`config.mk`:
```
export PLATFORM = sky130hd
export DESIGN_NAME = watchdog_top
export DESIGN_NICKNAME = d
export VERILOG_FILES = /design/src/logic/wdt_pkg.sv /design/src/logic/sfr_bus_if.sv /design/src/logic/wdt_refresh_fsm.sv /design/src/logic/wdt_prescaler.sv /design/src/logic/wdt_counter.sv /design/src/logic/wdt_sfr_regs.sv /design/src/logic/watchdog_top.sv
export SDC_FILE = /design/constraint.sdc
export NUM_CORES = 1
export LEC_CHECK = 0
export BUFFER_PORTS_ARGS = -buffer_cell sky130_fd_sc_hd__buf_2
export CORE_UTILIZATION = 30
export CTS_BUF_LIST = sky130_fd_sc_hd__clkbuf_8
export CTS_CLUSTER_DIAMETER = 150
export DETAILED_ROUTE_END_ITERATION = 8
export SLEW_MARGIN = 20
export SYNTH_ARGS = -nofsm -noshare
export SYNTH_HDL_FRONTEND = slang
export SYNTH_SLANG_ARGS = --single-unit
```
`constraint.sdc`:
```
create_clock -name clkper -period 4.6 [get_ports clkper]
set_input_delay 0.23 -clock clkper [delete_from_list [all_inputs] [get_ports clkper]]
set_output_delay 0.23 -clock clkper [all_outputs]
set_load 0.1 [all_outputs]
```
`src/logic/wdt_pkg.sv`:
```
package wdt_pkg;

  // ------------------------------
  // SFR bus types
  // ------------------------------
  typedef logic [6:0] sfr_addr_t;
  typedef logic [7:0] sfr_byte_t;

  // Watchdog count register
  typedef logic [14:0] wdt_count_t;

  // Reload byte, seen whole on the bus or split into its two fields
  typedef union packed {
    sfr_byte_t raw;
    struct packed {
      logic       presel;
      logic [6:0] reload_hi;
    } fields;
  } wdtrel_u;

  // SFR addresses on the 7-bit bus
  localparam sfr_addr_t PCON_ID   = 7'h07;
  localparam sfr_addr_t IEN0_ID   = 7'h28;
  localparam sfr_addr_t IEN1_ID   = 7'h38;
  localparam sfr_addr_t IP0_ID    = 7'h29;
  localparam sfr_addr_t WDTREL_ID = 7'h06;

  // Watchdog bit in PCON, IEN0, IEN1 and IP0
  localparam int CTL_BIT = 6;

  localparam sfr_byte_t WDTREL_RV = 8'h00;

  // Prescaler sizes
  localparam int         PRES_LENGTH_EXTENSION = 1;
  localparam int         PRES16_WIDTH          = 4;
  localparam logic [3:0] CYCLES_LAST           = 4'd11;

  // Count value that raises the reset request
  localparam wdt_count_t WDT_RSL = 15'h7FFC;

  // Refresh sequence states
  localparam logic [1:0] ST_IDLE  = 2'd0;
  localparam logic [1:0] ST_ARMED = 2'd1;
  localparam logic [1:0] ST_LAST  = 2'd2;

endpackage

```
`src/logic/sfr_bus_if.sv`:
```
`timescale 1ns/1ns

// SFR write port of the core as seen by the watchdog
interface sfr_bus_if;

  // Write strobe, one cycle per write
  logic                 we;
  wdt_pkg::sfr_addr_t   addr;
  wdt_pkg::sfr_byte_t   wdata;

  // One-cycle pulse at each instruction boundary
  logic                 newinstr;

  // Watchdog blocks only listen
  modport sink (
    input we,
    input addr,
    input wdata,
    input newinstr
  );

endinterface

```
`src/logic/wdt_refresh_fsm.sv`:
```
`timescale 1ns/1ns

module wdt_refresh_fsm (
  input  logic      clkper,
  input  logic      resetff,
  sfr_bus_if.sink   bus,
  input  logic      wdt_req,
  output logic      wdt_run,
  output logic      wdt_refresh
);

  logic [1:0] state;
  logic [1:0] state_nxt;
  logic       ien0_wr;
  logic       ien1_set;
  logic       window;

  // IEN0 write of either polarity
  assign ien0_wr  = bus.we && (bus.addr == wdt_pkg::IEN0_ID);
  // IEN1 write with the watchdog bit set
  assign ien1_set = bus.we && (bus.addr == wdt_pkg::IEN1_ID)
                    && bus.wdata[wdt_pkg::CTL_BIT];
  // Refresh allowed in the two states after an arm
  assign window   = (state == wdt_pkg::ST_ARMED) || (state == wdt_pkg::ST_LAST);

  // ------------------------------
  // Next state
  // ------------------------------
  always_comb
  begin
    state_nxt = state;
    if (ien0_wr)
    begin
      // IEN0 write restarts or cancels the sequence
      if (bus.wdata[wdt_pkg::CTL_BIT])
        state_nxt = wdt_pkg::ST_ARMED;
      else
        state_nxt = wdt_pkg::ST_IDLE;
    end
    else if (ien1_set && window)
    begin
      state_nxt = wdt_pkg::ST_IDLE;
    end
    else if (bus.newinstr)
    begin
      // Window closes after the next instruction
      case (state)
        wdt_pkg::ST_ARMED: state_nxt = wdt_pkg::ST_LAST;
        wdt_pkg::ST_LAST:  state_nxt = wdt_pkg::ST_IDLE;
        default:           state_nxt = wdt_pkg::ST_IDLE;
      endcase
    end
  end

  always_ff @(posedge clkper)
  begin
    if (resetff)
      state <= wdt_pkg::ST_IDLE;
    else
      state <= state_nxt;
  end

  // One-cycle refresh after an armed IEN1 write
  always_ff @(posedge clkper)
  begin
    if (resetff)
      wdt_refresh <= 1'b0;
    else
      wdt_refresh <= ien1_set && window;
  end

  // ------------------------------
  // Run latch
  // ------------------------------
  // Start needs no arm, held off while a request is pending
  always_ff @(posedge clkper)
  begin
    if (resetff)
      wdt_run <= 1'b0;
    else if (ien1_set && !wdt_req)
      wdt_run <= 1'b1;
  end

endmodule

```
`src/logic/wdt_prescaler.sv`:
```
`timescale 1ns/1ns

module wdt_prescaler (
  input  logic              clkper,
  input  logic              resetff,
  input  logic              wdt_run,
  input  logic              wdt_refresh,
  input  logic              wdt_tm,
  input  wdt_pkg::wdtrel_u  wdtrel,
  output logic              tick
);

  logic [3:0]                                cycles_reg;
  logic [wdt_pkg::PRES_LENGTH_EXTENSION-1:0] pres_ext;
  logic [wdt_pkg::PRES16_WIDTH-1:0]          pres_16;
  logic                                      cycles_wrap;
  logic                                      ext_wrap;
  logic                                      long_last;

  // Divide-by-12 at its last state
  assign cycles_wrap = (cycles_reg == wdt_pkg::CYCLES_LAST);
  // Short period of 24 clocks ends
  assign ext_wrap    = cycles_wrap && (pres_ext == '1);
  // Long stage only counts when selected
  assign long_last   = !wdtrel.fields.presel || (pres_16 == '1);

  assign tick = wdt_run && ext_wrap && long_last;

  // ------------------------------
  // Divider chain 12, 2, 16
  // ------------------------------
  always_ff @(posedge clkper)
  begin
    if (resetff)
    begin
      cycles_reg <= '0;
      pres_ext   <= '0;
      pres_16    <= '0;
    end
    else if (wdt_run)
    begin
      if (wdt_tm)
      begin
        // Test mode parks every stage at its end
        cycles_reg <= wdt_pkg::CYCLES_LAST;
        pres_ext   <= '1;
        pres_16    <= '1;
      end
      else if (wdt_refresh)
      begin
        // Restart with the counter reload
        cycles_reg <= '0;
        pres_ext   <= '0;
        pres_16    <= '0;
      end
      else
      begin
        if (cycles_wrap)
        begin
          cycles_reg <= '0;
          pres_ext   <= pres_ext + 1'b1;
        end
        else
          cycles_reg <= cycles_reg + 4'd1;
        // Wraps naturally at 15
        if (ext_wrap)
          pres_16 <= pres_16 + 1'b1;
      end
    end
  end

endmodule

```
`src/logic/wdt_counter.sv`:
```
`timescale 1ns/1ns

module wdt_counter (
  input  logic              clkper,
  input  logic              resetff,
  input  logic              wdt_run,
  input  logic              wdt_refresh,
  input  logic              tick,
  input  wdt_pkg::wdtrel_u  wdtrel,
  output logic              wdt_req
);

  wdt_pkg::wdt_count_t count;
  wdt_pkg::wdt_count_t reload_val;
  logic                at_limit;

  // Reload puts the 7-bit field on top and clears the low byte
  assign reload_val = {wdtrel.fields.reload_hi, 8'h00};

  // Count has reached the request value
  assign at_limit = (count == wdt_pkg::WDT_RSL);

  // ------------------------------
  // Count register
  // ------------------------------
  always_ff @(posedge clkper)
  begin
    if (resetff)
      count <= '0;
    else if (wdt_refresh)
      count <= reload_val;
    else if (wdt_run && tick)
      // Rolls over from 7FFF to zero
      count <= count + 15'd1;
  end

  // ------------------------------
  // Reset request
  // ------------------------------
  // Raised one clock after the limit is reached
  // Stays up across the wrap until a refresh
  always_ff @(posedge clkper)
  begin
    if (resetff)
      wdt_req <= 1'b0;
    else if (wdt_refresh)
      wdt_req <= 1'b0;
    else if (wdt_run && at_limit)
      wdt_req <= 1'b1;
  end

endmodule

```
`src/logic/wdt_sfr_regs.sv`:
```
`timescale 1ns/1ns

module wdt_sfr_regs (
  input  logic              clkper,
  input  logic              resetff,
  sfr_bus_if.sink           bus,
  input  logic              wdt_req,
  output wdt_pkg::wdtrel_u  wdtrel,
  output logic              wdt_tm,
  output logic              ip0wdts,
  output logic              wdts
);

  logic wr_wdtrel;
  logic wr_pcon;
  logic wr_ip0;

  // Address decode of the three owned registers
  assign wr_wdtrel = bus.we && (bus.addr == wdt_pkg::WDTREL_ID);
  assign wr_pcon   = bus.we && (bus.addr == wdt_pkg::PCON_ID);
  assign wr_ip0    = bus.we && (bus.addr == wdt_pkg::IP0_ID);

  // ------------------------------
  // WDTREL
  // ------------------------------
  always_ff @(posedge clkper)
  begin
    if (resetff)
      wdtrel.raw <= wdt_pkg::WDTREL_RV;
    else if (wr_wdtrel)
      wdtrel.raw <= bus.wdata;
  end

  // Test mode bit of PCON
  always_ff @(posedge clkper)
  begin
    if (resetff)
      wdt_tm <= 1'b0;
    else if (wr_pcon)
      wdt_tm <= bus.wdata[wdt_pkg::CTL_BIT];
  end

  // ------------------------------
  // Status flag
  // ------------------------------
  // Software write wins over a pending request
  always_ff @(posedge clkper)
  begin
    if (resetff)
      ip0wdts <= 1'b0;
    else if (wr_ip0)
      ip0wdts <= bus.wdata[wdt_pkg::CTL_BIT];
    else if (wdt_req)
      ip0wdts <= 1'b1;
  end

  // Reset request to the system, one register after the counter
  always_ff @(posedge clkper)
  begin
    if (resetff)
      wdts <= 1'b0;
    else
      wdts <= wdt_req;
  end

endmodule

```
`src/logic/watchdog_top.sv`:
```
`timescale 1ns/1ns

module watchdog_top (
  input  logic       clkper,
  input  logic       resetff,
  input  logic       newinstr,
  input  logic       sfrwe,
  input  logic [6:0] sfraddr,
  input  logic [7:0] sfrdatai,
  output logic       wdts,
  output logic       ip0wdts,
  output logic       wdt_tm,
  output logic [7:0] wdtrel
);

  wdt_pkg::wdtrel_u wdtrel_s;
  logic             wdt_run;
  logic             wdt_refresh;
  logic             wdt_req;
  logic             tick;

  // ------------------------------
  // SFR bus bundle
  // ------------------------------
  sfr_bus_if u_bus ();

  assign u_bus.we       = sfrwe;
  assign u_bus.addr     = sfraddr;
  assign u_bus.wdata    = sfrdatai;
  assign u_bus.newinstr = newinstr;

  // Reload byte leaves as a plain byte
  assign wdtrel = wdtrel_s.raw;

  wdt_refresh_fsm u_wdt_refresh_fsm (
    .clkper      (clkper),
    .resetff     (resetff),
    .bus         (u_bus),
    .wdt_req     (wdt_req),
    .wdt_run     (wdt_run),
    .wdt_refresh (wdt_refresh)
  );

  wdt_prescaler u_wdt_prescaler (
    .clkper      (clkper),
    .resetff     (resetff),
    .wdt_run     (wdt_run),
    .wdt_refresh (wdt_refresh),
    .wdt_tm      (wdt_tm),
    .wdtrel      (wdtrel_s),
    .tick        (tick)
  );

  wdt_counter u_wdt_counter (
    .clkper      (clkper),
    .resetff     (resetff),
    .wdt_run     (wdt_run),
    .wdt_refresh (wdt_refresh),
    .tick        (tick),
    .wdtrel      (wdtrel_s),
    .wdt_req     (wdt_req)
  );

  wdt_sfr_regs u_wdt_sfr_regs (
    .clkper      (clkper),
    .resetff     (resetff),
    .bus         (u_bus),
    .wdt_req     (wdt_req),
    .wdtrel      (wdtrel_s),
    .wdt_tm      (wdt_tm),
    .ip0wdts     (ip0wdts),
    .wdts        (wdts)
  );

endmodule

```
== After elaboration in Yosys (flattened, before gate mapping) ==
Cells that the tools add are included.
W data, S select, Z words.
Storage, ports and cells
  memory bits (writable): 0
  bits in registers: 40
  input port bits: 19
  latch bits: 0
  memories kept: 0
  output and inout bits: 11
  bits in read-only memories: 0
  word-level logic and storage cells: 70
Operators by class
  $lt $le $gt $ge: 0
  equal/unequal tests: 10
  $mul: 0
  divide/modulo/power cells: 0
  shift operators: 0
  reductions and logical operators: 25
  $add $sub $neg: 4
  multiplexer cells: 18
  bitwise operators: 0
Operators by type and width (number)
  $mux W15: 2
  $mux W4: 6
  $eq A7 B6 Y1 const B: 3
  $add A15 B1 Y15 const B: 1
  $eq A15 B15 Y1 const B: 1
  $eq A7 B3 Y1 const B: 2
  $logic_and A1 B1 Y1: 13
  $reduce_bool A3 Y1: 3
  $add A4 B1 Y4 const B: 2
  $eq A4 B4 Y1 const B: 2
  $mux W2: 4
  $mux W1: 6
  $reduce_and A2 Y1: 2
  $reduce_bool A2 Y1: 2
  $eq A2 B1 Y1 const B: 1
  $eq A2 B2 Y1 const B: 1
  $logic_not A1 Y1: 2
  $logic_or A1 B1 Y1: 2
  $reduce_or A2 Y1: 1
  $add A1 B1 Y1 const B: 1

== Depth between registers and ports, before layout ==
Gate-level depths: netlist of the first run.
  depth in word-level cells: 7
  depth in mapped cells: 6
  depth with buffers taken out: 6

== By module ==
From an unflattened synthesis of the first run, not the netlist that was laid out.
Unflattened totals
  cells, all modules: 240
  area, all modules: 2217.1 um^2
Modules (own cells, without submodules)
  wdt_counter: area an instance 874.6 um^2, seq. area each 320.3 um^2, times used 1, cells each 97
  wdt_prescaler: area an instance 561.8 um^2, seq. area each 180.2 um^2, times used 1, cells each 68
  wdt_sfr_regs: area an instance 523.0 um^2, seq. area each 220.2 um^2, times used 1, cells each 47
  wdt_refresh_fsm: area an instance 257.7 um^2, seq. area each 80.1 um^2, times used 1, cells each 28

== Worst setup path before layout of the first run ==
No wires, ideal clock.
  path type: flip-flop to flip-flop
  start: register u_wdt_sfr_regs.wdtrel[7] in the netlist's numbering
  end: register u_wdt_counter.count[10]
  path buffers: 1
  clock period less this slack: 2063 ps
  cell stages (with the launch flop): 6
  setup time: 115 ps
  path slack: 2537 ps
  arrival: 1949 ps
  required time: 4485 ps
  cell sequence: dfxtp_1 > inv_1 > o21ai_1 > clkbuf_1 > nor4_1 > a2111oi_0
On the way
  longest elaborated chain between the ends: 5
RTL lines
  from (decl): RTL line wdt_sfr_regs.sv:8  | output wdt_pkg::wdtrel_u wdtrel,
  $logic_not A1 Y1: RTL line wdt_prescaler.sv:25  | assign long_last = !wdtrel.fields.presel || (pres_16 == '1);
  $logic_or A1 B1 Y1: RTL line wdt_prescaler.sv:25
  $logic_and A1 B1 Y1: RTL line wdt_prescaler.sv:27  | assign tick = wdt_run && ext_wrap && long_last;
  $logic_and A1 B1 Y1: RTL line wdt_counter.sv:32  | else if (wdt_run && tick)
  $reduce_bool A2 Y1 (no line)
  to (signal assigned): RTL line wdt_counter.sv:31  | count <= reload_val;
  to (signal assigned): RTL line wdt_counter.sv:34  | count <= count + 15'd1;
  to (decl): RTL line wdt_counter.sv:13  | wdt_pkg::wdt_count_t count;
Every way passes these cells.
A chain may end at the register's enable or synchronous reset.

== Final worst setup path of the first run ==
  start: register u_wdt_prescaler.cycles_reg[0]
  end: register u_wdt_counter.count[14]
On the way
  longest elaborated chain between the ends: 6
RTL lines
  from (decl): RTL line wdt_prescaler.sv:13  | logic [3:0] cycles_reg;
  from (signal assigned): RTL line wdt_prescaler.sv:45  | cycles_reg <= wdt_pkg::CYCLES_LAST;
  from (signal assigned): RTL line wdt_prescaler.sv:64  | cycles_reg <= cycles_reg + 4'd1;
  $eq A4 B4 Y1: RTL line wdt_prescaler.sv:21  | assign cycles_wrap = (cycles_reg == wdt_pkg::CYCLES_LAST);
  $logic_and A1 B1 Y1: RTL line wdt_prescaler.sv:23  | assign ext_wrap = cycles_wrap && (pres_ext == '1);
  $logic_and A1 B1 Y1 (2 in series): RTL line wdt_prescaler.sv:27
  $logic_and A1 B1 Y1: RTL line wdt_counter.sv:32
  $reduce_bool A2 Y1 (no line)
Every way passes these cells.

==> results of run 1 <==
-- power groups by stage --
stage	Clock, mW	Sequential [mW]	Combinational, mW
after floorplan	0	0.356	0.00899
after global placement	0	0.355	0.0226
after detailed placement	0	0.355	0.0225
after CTS	0.259	0.347	0.0226
after global routing	0.274	0.347	0.0250
final	0.249	0.347	0.0223
-- per-stage QoR --
step                setup slack, ns  utilization, %
finish                         2.46            36.3
global route                   2.29            36.3
CTS                            2.52            36.3
detailed placement             2.57            34.8
global placement               2.66            34.8
floorplan                      2.54               -
-- cell usage after synthesis (all sizes together), types with 2 or more instances --
| cell type | number | area [µm²] |
|---|---|---|
| nor4bb | 2 | 20.0 |
| and4 | 2 | 17.5 |
| nand3 | 8 | 45.0 |
| or3 | 5 | 31.3 |
| and3b | 2 | 17.5 |
| a2111oi | 5 | 43.8 |
| o21ai | 12 | 60.1 |
| o31ai | 6 | 45.0 |
| buf | 3 | 13.8 |
| ha | 5 | 62.6 |
| nor3 | 8 | 40.0 |
| a311oi | 4 | 35.0 |
| clkbuf | 8 | 30.0 |
| mux2i | 10 | 100 |
| dfxtp | 40 | 801 |
| nor2b | 7 | 43.8 |
| a21oi | 16 | 80.1 |
| nor4b | 2 | 17.5 |
| or4 | 5 | 37.5 |
| xnor2 | 3 | 26.3 |
| nor4 | 2 | 12.5 |
| and3 | 3 | 18.8 |
| or2 | 2 | 12.5 |
| a41oi | 2 | 17.5 |
| nand2 | 10 | 37.5 |
| nand4 | 6 | 37.5 |
| nor2 | 31 | 116 |
| inv | 10 | 37.5 |
| a211oi | 2 | 15.0 |
| nor3b | 2 | 15.0 |
| nand2b | 2 | 12.5 |
-- routing by layer --
metal	vias up	track usage, %	routed length (µm)
li1	942	-	-
met1	844	16.9	2200
met2	25	22.2	2040
met3	9	3.56	175
met4	0	6.27	89
met5	-	0	0
-- layout make-up --
| type | instances | share of cell area (%) |
|---|---|---|
| repair buffers | 30 | 6.55 |
| clock buffers | 6 | 3.54 |
| well taps | 77 | 4.13 |
| inverters | 10 | 1.61 |
| flip-flops and latches | 40 | 34.3 |
| clock inverters | 2 | 0.644 |
| multi-input cells | 178 | 49.2 |
-- worst register-to-register path, cell delays in order, from the launching register on --
cell and delay (ns):
sky130_fd_sc_hd__dfxtp_1 0.39, sky130_fd_sc_hd__ha_1 0.26, sky130_fd_sc_hd__nand4b_1 0.23, sky130_fd_sc_hd__a21oi_1 0.52, sky130_fd_sc_hd__a41oi_1 0.20, sky130_fd_sc_hd__a2111oi_0 0.42
-- worst min-delay path by stage --
stage                            from                             to  depth (start not counted)
after global routing      sfrdatai[1]       u_wdt_sfr_regs.wdtrel[1]                          3
after floorplan           sfrdatai[6]  u_wdt_refresh_fsm.wdt_refresh                          2
after global placement    sfrdatai[1]       u_wdt_sfr_regs.wdtrel[1]                          3
after detailed placement  sfrdatai[3]       u_wdt_sfr_regs.wdtrel[3]                          3
after CTS                 sfrdatai[3]       u_wdt_sfr_regs.wdtrel[3]                          3
final                     sfrdatai[3]       u_wdt_sfr_regs.wdtrel[3]                          3
-- cells by family after synthesis --
kind of cell             after synthesis
buffers and inverters                 21
AND/OR/NAND/NOR                      104
AO/OA/AOI/OAI                         56
multiplexers                          10
XOR/XNOR                               3
flip-flops                            40
adder cells (fa/ha/maj)                5
==> metrics.txt, run 1 <==
outcome=complete, but fails checks; violations in the final reports=design-rule violations; via count of the first global-routing pass=around 1700; cell count after synthesis=239; total negative slack for setup checks=0 ns; largest registers=u_wdt_counter.count: 15 flops, u_wdt_sfr_regs.wdtrel: 8 flops; actual transition at the worst max-transition pin=roughly 0.63 ns; kind of capture point of the worst setup path=register; Clock Tree Buf Depth=2; detailed-routing iteration count for the pre-antenna-repair pass=6; leading cell type in the layout, fill and taps excluded=sky130_fd_sc_hd__dfxtp_1; total power density per cell area=roughly 260 nW/µm²; count of placed standard cells in the final layout, fillers left out=between 300 and 400; total global routing track utilization=13.6%; multi-input gate area in the final layout=1150 µm²; kind of critical path=reg2reg; FF/Latch Area=801 µm²; Placed Instances=between 300 and 400; register ranked first by flip-flop count=u_wdt_counter.count; worst flop-to-flop path startpoint=u_wdt_prescaler.cycles_reg[0]; crit path buf inv count=0; number of endpoints with negative hold slack in the final report=0; P_int=between 400 and 500 µW; worst min-delay path class=in2reg; final std cell area, no fill=approximately 2300 µm²; Detailed Route WL=4.50 mm; capture instance of the worst register-to-register path=u_wdt_counter.count[14]; number of enable flip-flop cells after synthesis=0; longest individual stage delay on the worst path=0.52 ns; clock network power share=between 40 and 50%; number of inserted filler cells in the final layout=about 670; gpl congestion=between 0.8 and 0.9; count of cells along the worst register-to-register path=5; portion of netlist area occupied by mux cells=4.95%; DRC errors left=4; average wire per cell in the routed design=around 13 µm; Net Sw Power=roughly 140 µW; final critical-path share of the clock period=between 40% and 50%; Max-Cap Viols=0; Distinct cells, synth=48; nets@finish=just under 300; xor-xnor portion of the synthesized cell area=between 1 and 1.5%; combinational family with the most area after synthesis=simple AND/OR/NAND/NOR gates; overall overflow remaining after global route=0; r2r setup slk=2.46 ns; proportion of total power due to net switching=22.9%; endpoint of the worst setup timing path=u_wdt_counter.count[14]; Largest register FFs=15; number of pins with negative max-slew slack in the final report=0; cell class contributing the biggest share of worst-path delay=compound AO/OA/AOI/OAI gates; Core Region=between 6000 and 7000 µm²; Area Overhead vs Synth=15.3%; number of vias per cell=about 5.3; CTS Buf Count=5; effective utilization at floorplan=a little under a third; Root Buffer Master=sky130_fd_sc_hd__clkbuf_8; dpl cell area=between 2000 and 2500 µm²; total power=around 600 µW; CTS tree=done; post-layout minimum cycle time=between 2 and 2.5 ns; part of the Yosys area used for sequential elements=about two fifths; post-cts hold buffer count=0; number of buffers inserted by post-CTS setup repair=0; worst path cell trace=ha_1 > nand4b_1 > a21oi_1 > a41oi_1 > a2111oi_0; HPWL after DPL=roughly 3.2 mm; count of vias placed by the detailed router=1820; Max VDD drop=~0.00011 V; flip-flop and latch count after synthesis=40; number of top-level pins=30; RSZ-0062 raised after global routing=false; Synth Area in Simple Gates=between 20% and 30%; Gates resized, CTS repair=0; data required time of the worst path=4.77 ns; pin count of the biggest net entering global routing=31; Data arrival, critical path=around 2.3 ns; Setup violations, final=0; sink count of the clock tree=40; number of standard-cell rows in the floorplan=29; launching element of the worst setup path=u_wdt_prescaler.cycles_reg[0]; tightest slew margin relative to the limit=between 50% and 60%; leakage power=a little over 0.8 nW; logic gate share of total power=3.6%; number of nets in the synthesized netlist=approximately 260; Die X=between 80 and 90 µm; die footprint=7080 µm²; cell area after synthesis=2020 µm²; worst-skew pair later-pin latency=approximately 0.30 ns; Synth Area per Inst=around 8.5 µm²; leading cell types in the layout, fill and taps excluded=40 x sky130_fd_sc_hd__dfxtp_1, 31 x sky130_fd_sc_hd__nor2_1, 29 x sky130_fd_sc_hd__buf_2; Synth Area in Adders=between 3 and 4%; number of antenna violations at the first check in global routing=0; number of violations reported at the end of detailed-routing iteration 0=a little over 100; highest achievable clock rate=0.468 GHz; share of the synthesized area in compound gates (AO/OA/AOI/OAI)=18.4%; Startpoint Class=register; part of the total power dissipated in sequential elements=56.1%; ratio of cells with drive above 1 in the final layout=between 10% and 20%; Max H-tree Level=2; worst clock skew=~0.014 ns; PortBufs=29; number of nets with antenna violations after detailed routing=0; chip height=between 80 and 90 µm; clk slew on worst S/H paths=0.09 ns; hold slack=0.160 ns; Worst path slowest cell=sky130_fd_sc_hd__a21oi_1; yosys warns=0; most instantiated flip-flop cell in the synthesis netlist=sky130_fd_sc_hd__dfxtp_1; share of flip-flops with an asynchronous set or reset after synthesis=0%; Max Fanout on Critical Path=8; diode count=0; stages on the worst setup path=5; first-pass GRT wire length=slightly below 8 mm
Note: power is estimated with default switching activity, not from simulation.
==> inputs of run 2 (changes only) <==
--- a/config.mk
+++ b/config.mk
@@ -5,6 +5,7 @@
 export SDC_FILE = /design/constraint.sdc
 export NUM_CORES = 1
 export LEC_CHECK = 0
+export ABC_AREA = 1
 export BUFFER_PORTS_ARGS = -buffer_cell sky130_fd_sc_hd__buf_2
 export CORE_UTILIZATION = 30
 export CTS_BUF_LIST = sky130_fd_sc_hd__clkbuf_8
==> constraint.sdc (replaced) <==
create_clock -name clkper -period 1.9 [get_ports clkper]
set_input_delay 0.095 -clock clkper [delete_from_list [all_inputs] [get_ports clkper]]
set_output_delay 0.095 -clock clkper [all_outputs]
set_load 0.1 [all_outputs]
==> metrics.txt, run 2 <==
outcome=finished, final reports clean (was complete, but fails checks); final std cell area, no fill=2460 µm² (was 2330 µm²); clk slew on worst S/H paths=0.08 ns (was 0.09 ns); Root Buffer Master=sky130_fd_sc_hd__clkbuf_8 (unchanged); leading cell types in the layout, fill and taps excluded=56 x sky130_fd_sc_hd__nand2_1, 40 x sky130_fd_sc_hd__dfxtp_1, 38 x sky130_fd_sc_hd__nor2_1 (was 40 x sky130_fd_sc_hd__dfxtp_1, 31 x sky130_fd_sc_hd__nor2_1, 29 x sky130_fd_sc_hd__buf_2); tightest slew margin relative to the limit=59.6% (was 57.5%); cell area after synthesis=2150 µm² (was 2020 µm²); number of buffers inserted by post-CTS setup repair=0 (unchanged); Data arrival, critical path=1.82 ns (was 2.31 ns); HPWL after DPL=3.77 mm (was 3.25 mm); number of standard-cell rows in the floorplan=30 (was 29); Placed Instances=426 (was 335); Synth top cells by count=56 x sky130_fd_sc_hd__nand2_1, 40 x sky130_fd_sc_hd__dfxtp_1, 38 x sky130_fd_sc_hd__nor2_1 (was 40 x sky130_fd_sc_hd__dfxtp_1, 31 x sky130_fd_sc_hd__nor2_1, 16 x sky130_fd_sc_hd__a21oi_1); yosys warns=0 (unchanged); number of endpoints with negative hold slack in the final report=0 (unchanged); average wire per cell in the routed design=11.6 µm (was 13.1 µm); number of violations reported at the end of detailed-routing iteration 0=129 (was 102); Max-Cap Viols=0 (unchanged); die footprint=7500 µm² (was 7080 µm²); post-cts hold buffer count=0 (unchanged); crit-path most repeated cell=sky130_fd_sc_hd__nor2_4; ratio of cells with drive above 1 in the final layout=16.3% (was 16.5%); worst-skew pair later-pin latency=0.29 ns (was 0.30 ns); overall overflow remaining after global route=0 (unchanged); r2r setup slk=0.31 ns (was 2.46 ns); Max H-tree Level=2 (unchanged); CTS Buf Count=5 (unchanged); multi-input gate area in the final layout=1170 µm² (was 1150 µm²); Placement Setup Slack=0.298 ns (was 2.57 ns); number of pins with negative max-slew slack in the final report=0 (unchanged); CTS tree=done (unchanged); number of top-level pins=30 (unchanged); FF/Latch Area=801 µm² (unchanged); data required time of the worst path=2.13 ns (was 4.77 ns); Synth Area per Inst=6.99 µm² (was 8.47 µm²); register ranked first by flip-flop count=u_wdt_counter.count (unchanged); Clock Tree Buf Depth=2 (unchanged); hold slack=0.0467 ns (was 0.160 ns); core occupancy in the finished layout=35.8% (was 36.3%); via count of the first global-routing pass=1972 (was 1707); Worst path slowest cell=sky130_fd_sc_hd__dfxtp_1 (was sky130_fd_sc_hd__a21oi_1); total power density per cell area=596 nW/µm² (was 265 nW/µm²); number of inserted filler cells in the final layout=725 (was 666); chip height=86.6 µm (was 84.1 µm); largest registers=u_wdt_counter.count: 15 flops, u_wdt_sfr_regs.wdtrel: 8 flops (unchanged); final critical-path share of the clock period=83.5% (was 46.5%); worst min-delay path class=in2reg (unchanged); total global routing track utilization=15.1% (was 13.6%); worst path cell trace=ha_1 > nand3_2 > nor2_4 > nand3_4 > nor2_4 > nand3_1 > a21oi_1 (was ha_1 > nand4b_1 > a21oi_1 > a41oi_1 > a2111oi_0); count of placed standard cells in the final layout, fillers left out=433 (was 343); longest individual stage delay on the worst path=0.37 ns (was 0.52 ns); highest achievable clock rate=0.630 GHz (was 0.468 GHz); nets@finish=361 (was 289); PortBufs=29 (unchanged); kind of capture point of the worst setup path=register (unchanged); pin count of the biggest net entering global routing=21 (was 31); Gates resized, CTS repair=0 (unchanged); first-pass GRT wire length=9.03 mm (was 7.77 mm); number of nets in the synthesized netlist=331 (was 263); Largest register FFs=15 (unchanged); Detailed Route WL=5.02 mm (was 4.50 mm); Die X=86.6 µm (was 84.1 µm); number of enable flip-flop cells after synthesis=0 (unchanged); Distinct cells, synth=34 (was 48); Area Overhead vs Synth=14.6% (was 15.3%); actual transition at the worst max-transition pin=0.605 ns (was 0.633 ns); share of flip-flops with an asynchronous set or reset after synthesis=0% (unchanged); gpl congestion=0.828 (was 0.815); number of nets with antenna violations after detailed routing=0 (unchanged); post-layout minimum cycle time=1.59 ns (was 2.14 ns); detailed-routing iteration count for the pre-antenna-repair pass=4 (was 6); Max Fanout on Critical Path=17 (was 8); cell count after synthesis=307 (was 239); total power=1.47 mW (was 618 µW); diode count=0 (unchanged); flip-flop and latch count after synthesis=40 (unchanged); top-count cell post-synth=sky130_fd_sc_hd__nand2_1 (was sky130_fd_sc_hd__dfxtp_1); leakage power=0.981 nW (was 0.805 nW); DRC errors left=0 (was 4); Setup violations, final=0 (unchanged); total negative slack for setup checks=0 ns (unchanged); effective utilization at floorplan=31.3% (was 31.5%); kind of critical path=reg2reg (unchanged); Core Region=6870 µm² (was 6420 µm²); sink count of the clock tree=40 (unchanged); Max VDD drop=0.000260 V (was 0.000112 V); number of antenna violations at the first check in global routing=0 (unchanged); slack of the critical path=0.313 ns (was 2.46 ns); number of vias per cell=4.75 (was 5.31); dpl cell area=2380 µm² (was 2230 µm²); part of the Yosys area used for sequential elements=37.3% (was 39.6%); count of vias placed by the detailed router=2057 (was 1820); leading cell type in the layout, fill and taps excluded=sky130_fd_sc_hd__nand2_1 (was sky130_fd_sc_hd__dfxtp_1); worst clock skew=0.00927 ns (was 0.0142 ns); most instantiated flip-flop cell in the synthesis netlist=sky130_fd_sc_hd__dfxtp_1 (unchanged); RSZ-0062 raised after global routing=false (unchanged); area share of the largest cell type after synthesis=37.3% (was 39.6%); cell type with the largest total area after synthesis=sky130_fd_sc_hd__dfxtp_1 (unchanged); Startpoint Class=register (unchanged); most area-consuming cells after synthesis=sky130_fd_sc_hd__dfxtp_1 37%, sky130_fd_sc_hd__nand2_1 9.8%, sky130_fd_sc_hd__nand3_1 7.7% (was sky130_fd_sc_hd__dfxtp_1 40%, sky130_fd_sc_hd__nor2_1 5.8%, sky130_fd_sc_hd__mux2i_1 4.9%)
-- run 2: path summary, 6_finish.rpt --
check,start,endpoint,depth (start not counted)
setup / recovery,u_wdt_prescaler.cycles_reg[1],u_wdt_counter.count[10],7
hold / removal,sfrdatai[1],u_wdt_sfr_regs.wdtrel[1],3
setup reg to reg,u_wdt_prescaler.cycles_reg[1],u_wdt_counter.count[10],7
hold reg to reg,u_wdt_refresh_fsm.state[1],u_wdt_refresh_fsm.state[1],2
-- run 2: cell type report --
class,instances,share of cell area (%)
repair buffers,30,6.20
multi-input cells,225,47.7
well taps,96,4.88
flip-flops and latches,40,32.5
clock buffers,5,2.80
clock inverters,2,0.508
inverters,35,5.34
-- run 2: cells by family (layout without fill, tap and decap cells) --
| family | after synthesis | after routing | synth area share [%] |
|---|---|---|---|
| and+or+nand+nor | 158 | 158 | 35.0 |
| AOI/OAI and AO/OA | 60 | 60 | 16.0 |
| buffers and inverters | 42 | 72 | 7.98 |
| DFF | 40 | 40 | 37.3 |
| adders and majority gates | 5 | 5 | 2.91 |
| xor gates and xnor gates | 2 | 2 | 0.816 |
-- run 2: where the power goes --
group / internal (mW) / switching (mW)
Clock: 0.249 / 0.308
Combinational: 0.0231 / 0.0477
Sequential: 0.838 / 0.00108
-- run 2: worst max-delay path, delay by kind of cell, from the launching register on --
| family | cells | cell delay, ns |
|---|---|---|
| compound gates | 1 | 0.15 |
| simple gates | 5 | 0.78 |
| fa+ha+maj | 1 | 0.23 |
| flops | 1 | 0.37 |
-- run 2: per-layer routing --
| layer | global-route usage [%] | wire (µm) |
|---|---|---|
| met4 | 5.15 | 53 |
| met5 | 0 | 0 |
| met1 | 20.1 | 2470 |
| met2 | 24.2 | 2270 |
| met3 | 3.33 | 228 |
==> inputs of run 3 (changes only) <==
==> constraint.sdc (replaced) <==
create_clock -name clkper -period 1.6 [get_ports clkper]
set_input_delay 0.08 -clock clkper [delete_from_list [all_inputs] [get_ports clkper]]
set_output_delay 0.08 -clock clkper [all_outputs]
set_load 0.1 [all_outputs]
==> metrics.txt, run 3 (synthesis results as in run 2) <==
outcome=finished, final reports clean (unchanged); Clock Tree Buf Depth=2 (unchanged); leading cell types in the layout, fill and taps excluded=56 x sky130_fd_sc_hd__nand2_1, 38 x sky130_fd_sc_hd__nor2_1, 37 x sky130_fd_sc_hd__dfxtp_1 (was 56 x sky130_fd_sc_hd__nand2_1, 40 x sky130_fd_sc_hd__dfxtp_1, 38 x sky130_fd_sc_hd__nor2_1); Max Fanout on Critical Path=8 (was 17); total power density per cell area=689 nW/µm² (was 596 nW/µm²); worst-skew pair later-pin latency=0.30 ns (was 0.29 ns); Setup violations, final=0 (unchanged); proportion of total power due to net switching=24.6% (was 24.3%); total global routing track utilization=15.0% (was 15.1%); post-cts hold buffer count=0 (unchanged); slack of the critical path=0.129 ns (was 0.313 ns); number of violations reported at the end of detailed-routing iteration 0=90 (was 129); Worst path slowest cell=sky130_fd_sc_hd__dfxtp_1 (unchanged); cell class contributing the biggest share of worst-path delay=simple AND/OR/NAND/NOR gates (unchanged); number of vias per cell=4.69 (was 4.75); P_int=1.32 mW (was 1.11 mW); total negative slack for setup checks=0 ns (unchanged); number of endpoints with negative hold slack in the final report=0 (unchanged); worst min-delay path class=in2reg (unchanged); final critical-path share of the clock period=91.9% (was 83.5%); overall overflow remaining after global route=0 (unchanged); count of placed standard cells in the final layout, fillers left out=443 (was 433); longest individual stage delay on the worst path=0.36 ns (was 0.37 ns); clk slew on worst S/H paths=0.08 ns (about the same); pin count of the biggest net entering global routing=21 (unchanged); CTS Buf Count=5 (unchanged); Root Buffer Master=sky130_fd_sc_hd__clkbuf_8 (unchanged); Area Overhead vs Synth=18.4% (was 14.6%); gpl congestion=0.821 (was 0.828); HPWL after DPL=3.90 mm (was 3.77 mm); Max-Cap Viols=0 (unchanged); leakage power=1.02 nW (was 0.981 nW); crit path buf inv count=0 (unchanged); worst clock skew=0.00964 ns (was 0.00927 ns); Detailed Route WL=5.11 mm (was 5.02 mm); tightest slew margin relative to the limit=61.2% (was 59.6%); worst path cell trace=ha_2 > nand3_2 > nor2_4 > nand3_4 > nor2_4 > nand3_1 > a21oi_1 (was ha_1 > nand3_2 > nor2_4 > nand3_4 > nor2_4 > nand3_1 > a21oi_1); Core Region=6870 µm² (unchanged); final std cell area, no fill=2540 µm² (was 2460 µm²); hold slack=0.0294 ns (was 0.0467 ns); Net Sw Power=431 µW (was 357 µW); number of nets with antenna violations after detailed routing=0 (unchanged); average wire per cell in the routed design=11.5 µm (was 11.6 µm); post-layout minimum cycle time=1.47 ns (was 1.59 ns); data required time of the worst path=1.83 ns (was 2.13 ns); Largest register FFs=15 (unchanged); number of antenna violations at the first check in global routing=0 (unchanged); detailed-routing iteration count for the pre-antenna-repair pass=4 (unchanged); chip height=86.6 µm (unchanged); via count of the first global-routing pass=1960 (was 1972); Placed Instances=431 (was 426); Data arrival, critical path=1.70 ns (was 1.82 ns); number of inserted filler cells in the final layout=729 (was 725); Placement Setup Slack=0.0270 ns (was 0.298 ns); part of the total power dissipated in sequential elements=56.9% (was 57.2%); number of pins with negative max-slew slack in the final report=0 (unchanged); number of standard-cell rows in the floorplan=30 (unchanged); kind of capture point of the worst setup path=register (unchanged); CTS tree=done (unchanged); DRC errors left=0 (unchanged); effective utilization at floorplan=31.3% (unchanged); die footprint=7500 µm² (unchanged); PortBufs=29 (unchanged); Die X=86.6 µm (unchanged); crit-path most repeated cell=sky130_fd_sc_hd__nor2_4 (unchanged); leading cell type in the layout, fill and taps excluded=sky130_fd_sc_hd__nand2_1 (unchanged); Max VDD drop=0.000349 V (was 0.000260 V); diode count=0 (unchanged); logic gate share of total power=5.0% (was 4.8%); nets@finish=371 (was 361); Startpoint Class=register (unchanged); Max H-tree Level=2 (unchanged); multi-input gate area in the final layout=1180 µm² (was 1170 µm²); dpl cell area=2420 µm² (was 2380 µm²); ratio of cells with drive above 1 in the final layout=19.9% (was 16.3%); number of top-level pins=30 (unchanged); FF/Latch Area=805 µm² (was 801 µm²); RSZ-0062 raised after global routing=false (unchanged); highest achievable clock rate=0.680 GHz (was 0.630 GHz); first-pass GRT wire length=8.83 mm (was 9.03 mm); actual transition at the worst max-transition pin=0.581 ns (was 0.605 ns); largest registers=u_wdt_counter.count: 15 flops, u_wdt_sfr_regs.wdtrel: 8 flops (unchanged); sink count of the clock tree=40 (unchanged); count of vias placed by the detailed router=2079 (was 2057); kind of critical path=reg2reg (unchanged); clock network power share=38.1% (was 38.0%); register ranked first by flip-flop count=u_wdt_counter.count (unchanged)
## run 3: cell types whose count changed in the layout (fill, tap and decap cells not counted)
cell                      previous run  this run
sky130_fd_sc_hd__dfxtp_2             0         3
sky130_fd_sc_hd__dfxtp_1            40        37
sky130_fd_sc_hd__ha_2                0         1
sky130_fd_sc_hd__ha_1                5         4
sky130_fd_sc_hd__buf_4               1        11
## run 3: through the flow
step,total power [mW],utilization [%]
floorplan,1.07,-
global placement,1.11,35.2
detailed placement,1.11,35.2
CTS,1.77,36.4
global route,1.82,37.0
finish,1.75,37.0
## run 3: metal layers
metal,vias to the layer above,global-route usage [%],routed length (µm)
met5,-,0,0
li1,1099,-,-
met1,925,19.4,2500
met4,0,6.21,79
met2,47,24.0,2310
met3,8,3.33,222
## run 3: cell type report
class                   instances  share of cell area [%]
flip-flops and latches         40                    31.6
repair buffers                 40                    8.96
clock inverters                 2                   0.492
clock buffers                   5                    2.71
multi-input cells             225                    46.3
well taps                      96                    4.72
inverters                      35                    5.17
## run 3: final timing paths
check / slack, ns / startpoint / end / cells past startpoint
hold reg to reg: 0.49 / u_wdt_refresh_fsm.state[1] / u_wdt_refresh_fsm.state[1] / 2
setup / recovery: 0.13 / u_wdt_prescaler.cycles_reg[1] / u_wdt_counter.count[11] / 7
setup reg to reg: 0.13 / u_wdt_prescaler.cycles_reg[1] / u_wdt_counter.count[11] / 7
hold / removal: 0.03 / sfrdatai[0] / u_wdt_sfr_regs.wdtrel[0] / 3
## run 3: worst register-to-register path, delay by kind of cell (launching register included)
kind	cells	cell delay [ns]
and+or+nand+nor	5	0.69
AOI/OAI and AO/OA	1	0.16
DFF	1	0.36
adders and majority gates	1	0.21
## run 3: repair_timing
action                                  CTS  global route
resized for setup                         0             3
buffers inserted                          0             5
endpoints found under the setup margin    0             7
## run 3: power by group through the flow
stage	clock network [mW]	logic, mW	registers (mW)
after detailed placement	0	0.0897	1.02
after CTS	0.684	0.0901	0.997
final	0.668	0.0882	0.997
after floorplan	0	0.0390	1.03
after global placement	0	0.0884	1.02
after global routing	0.724	0.102	0.997
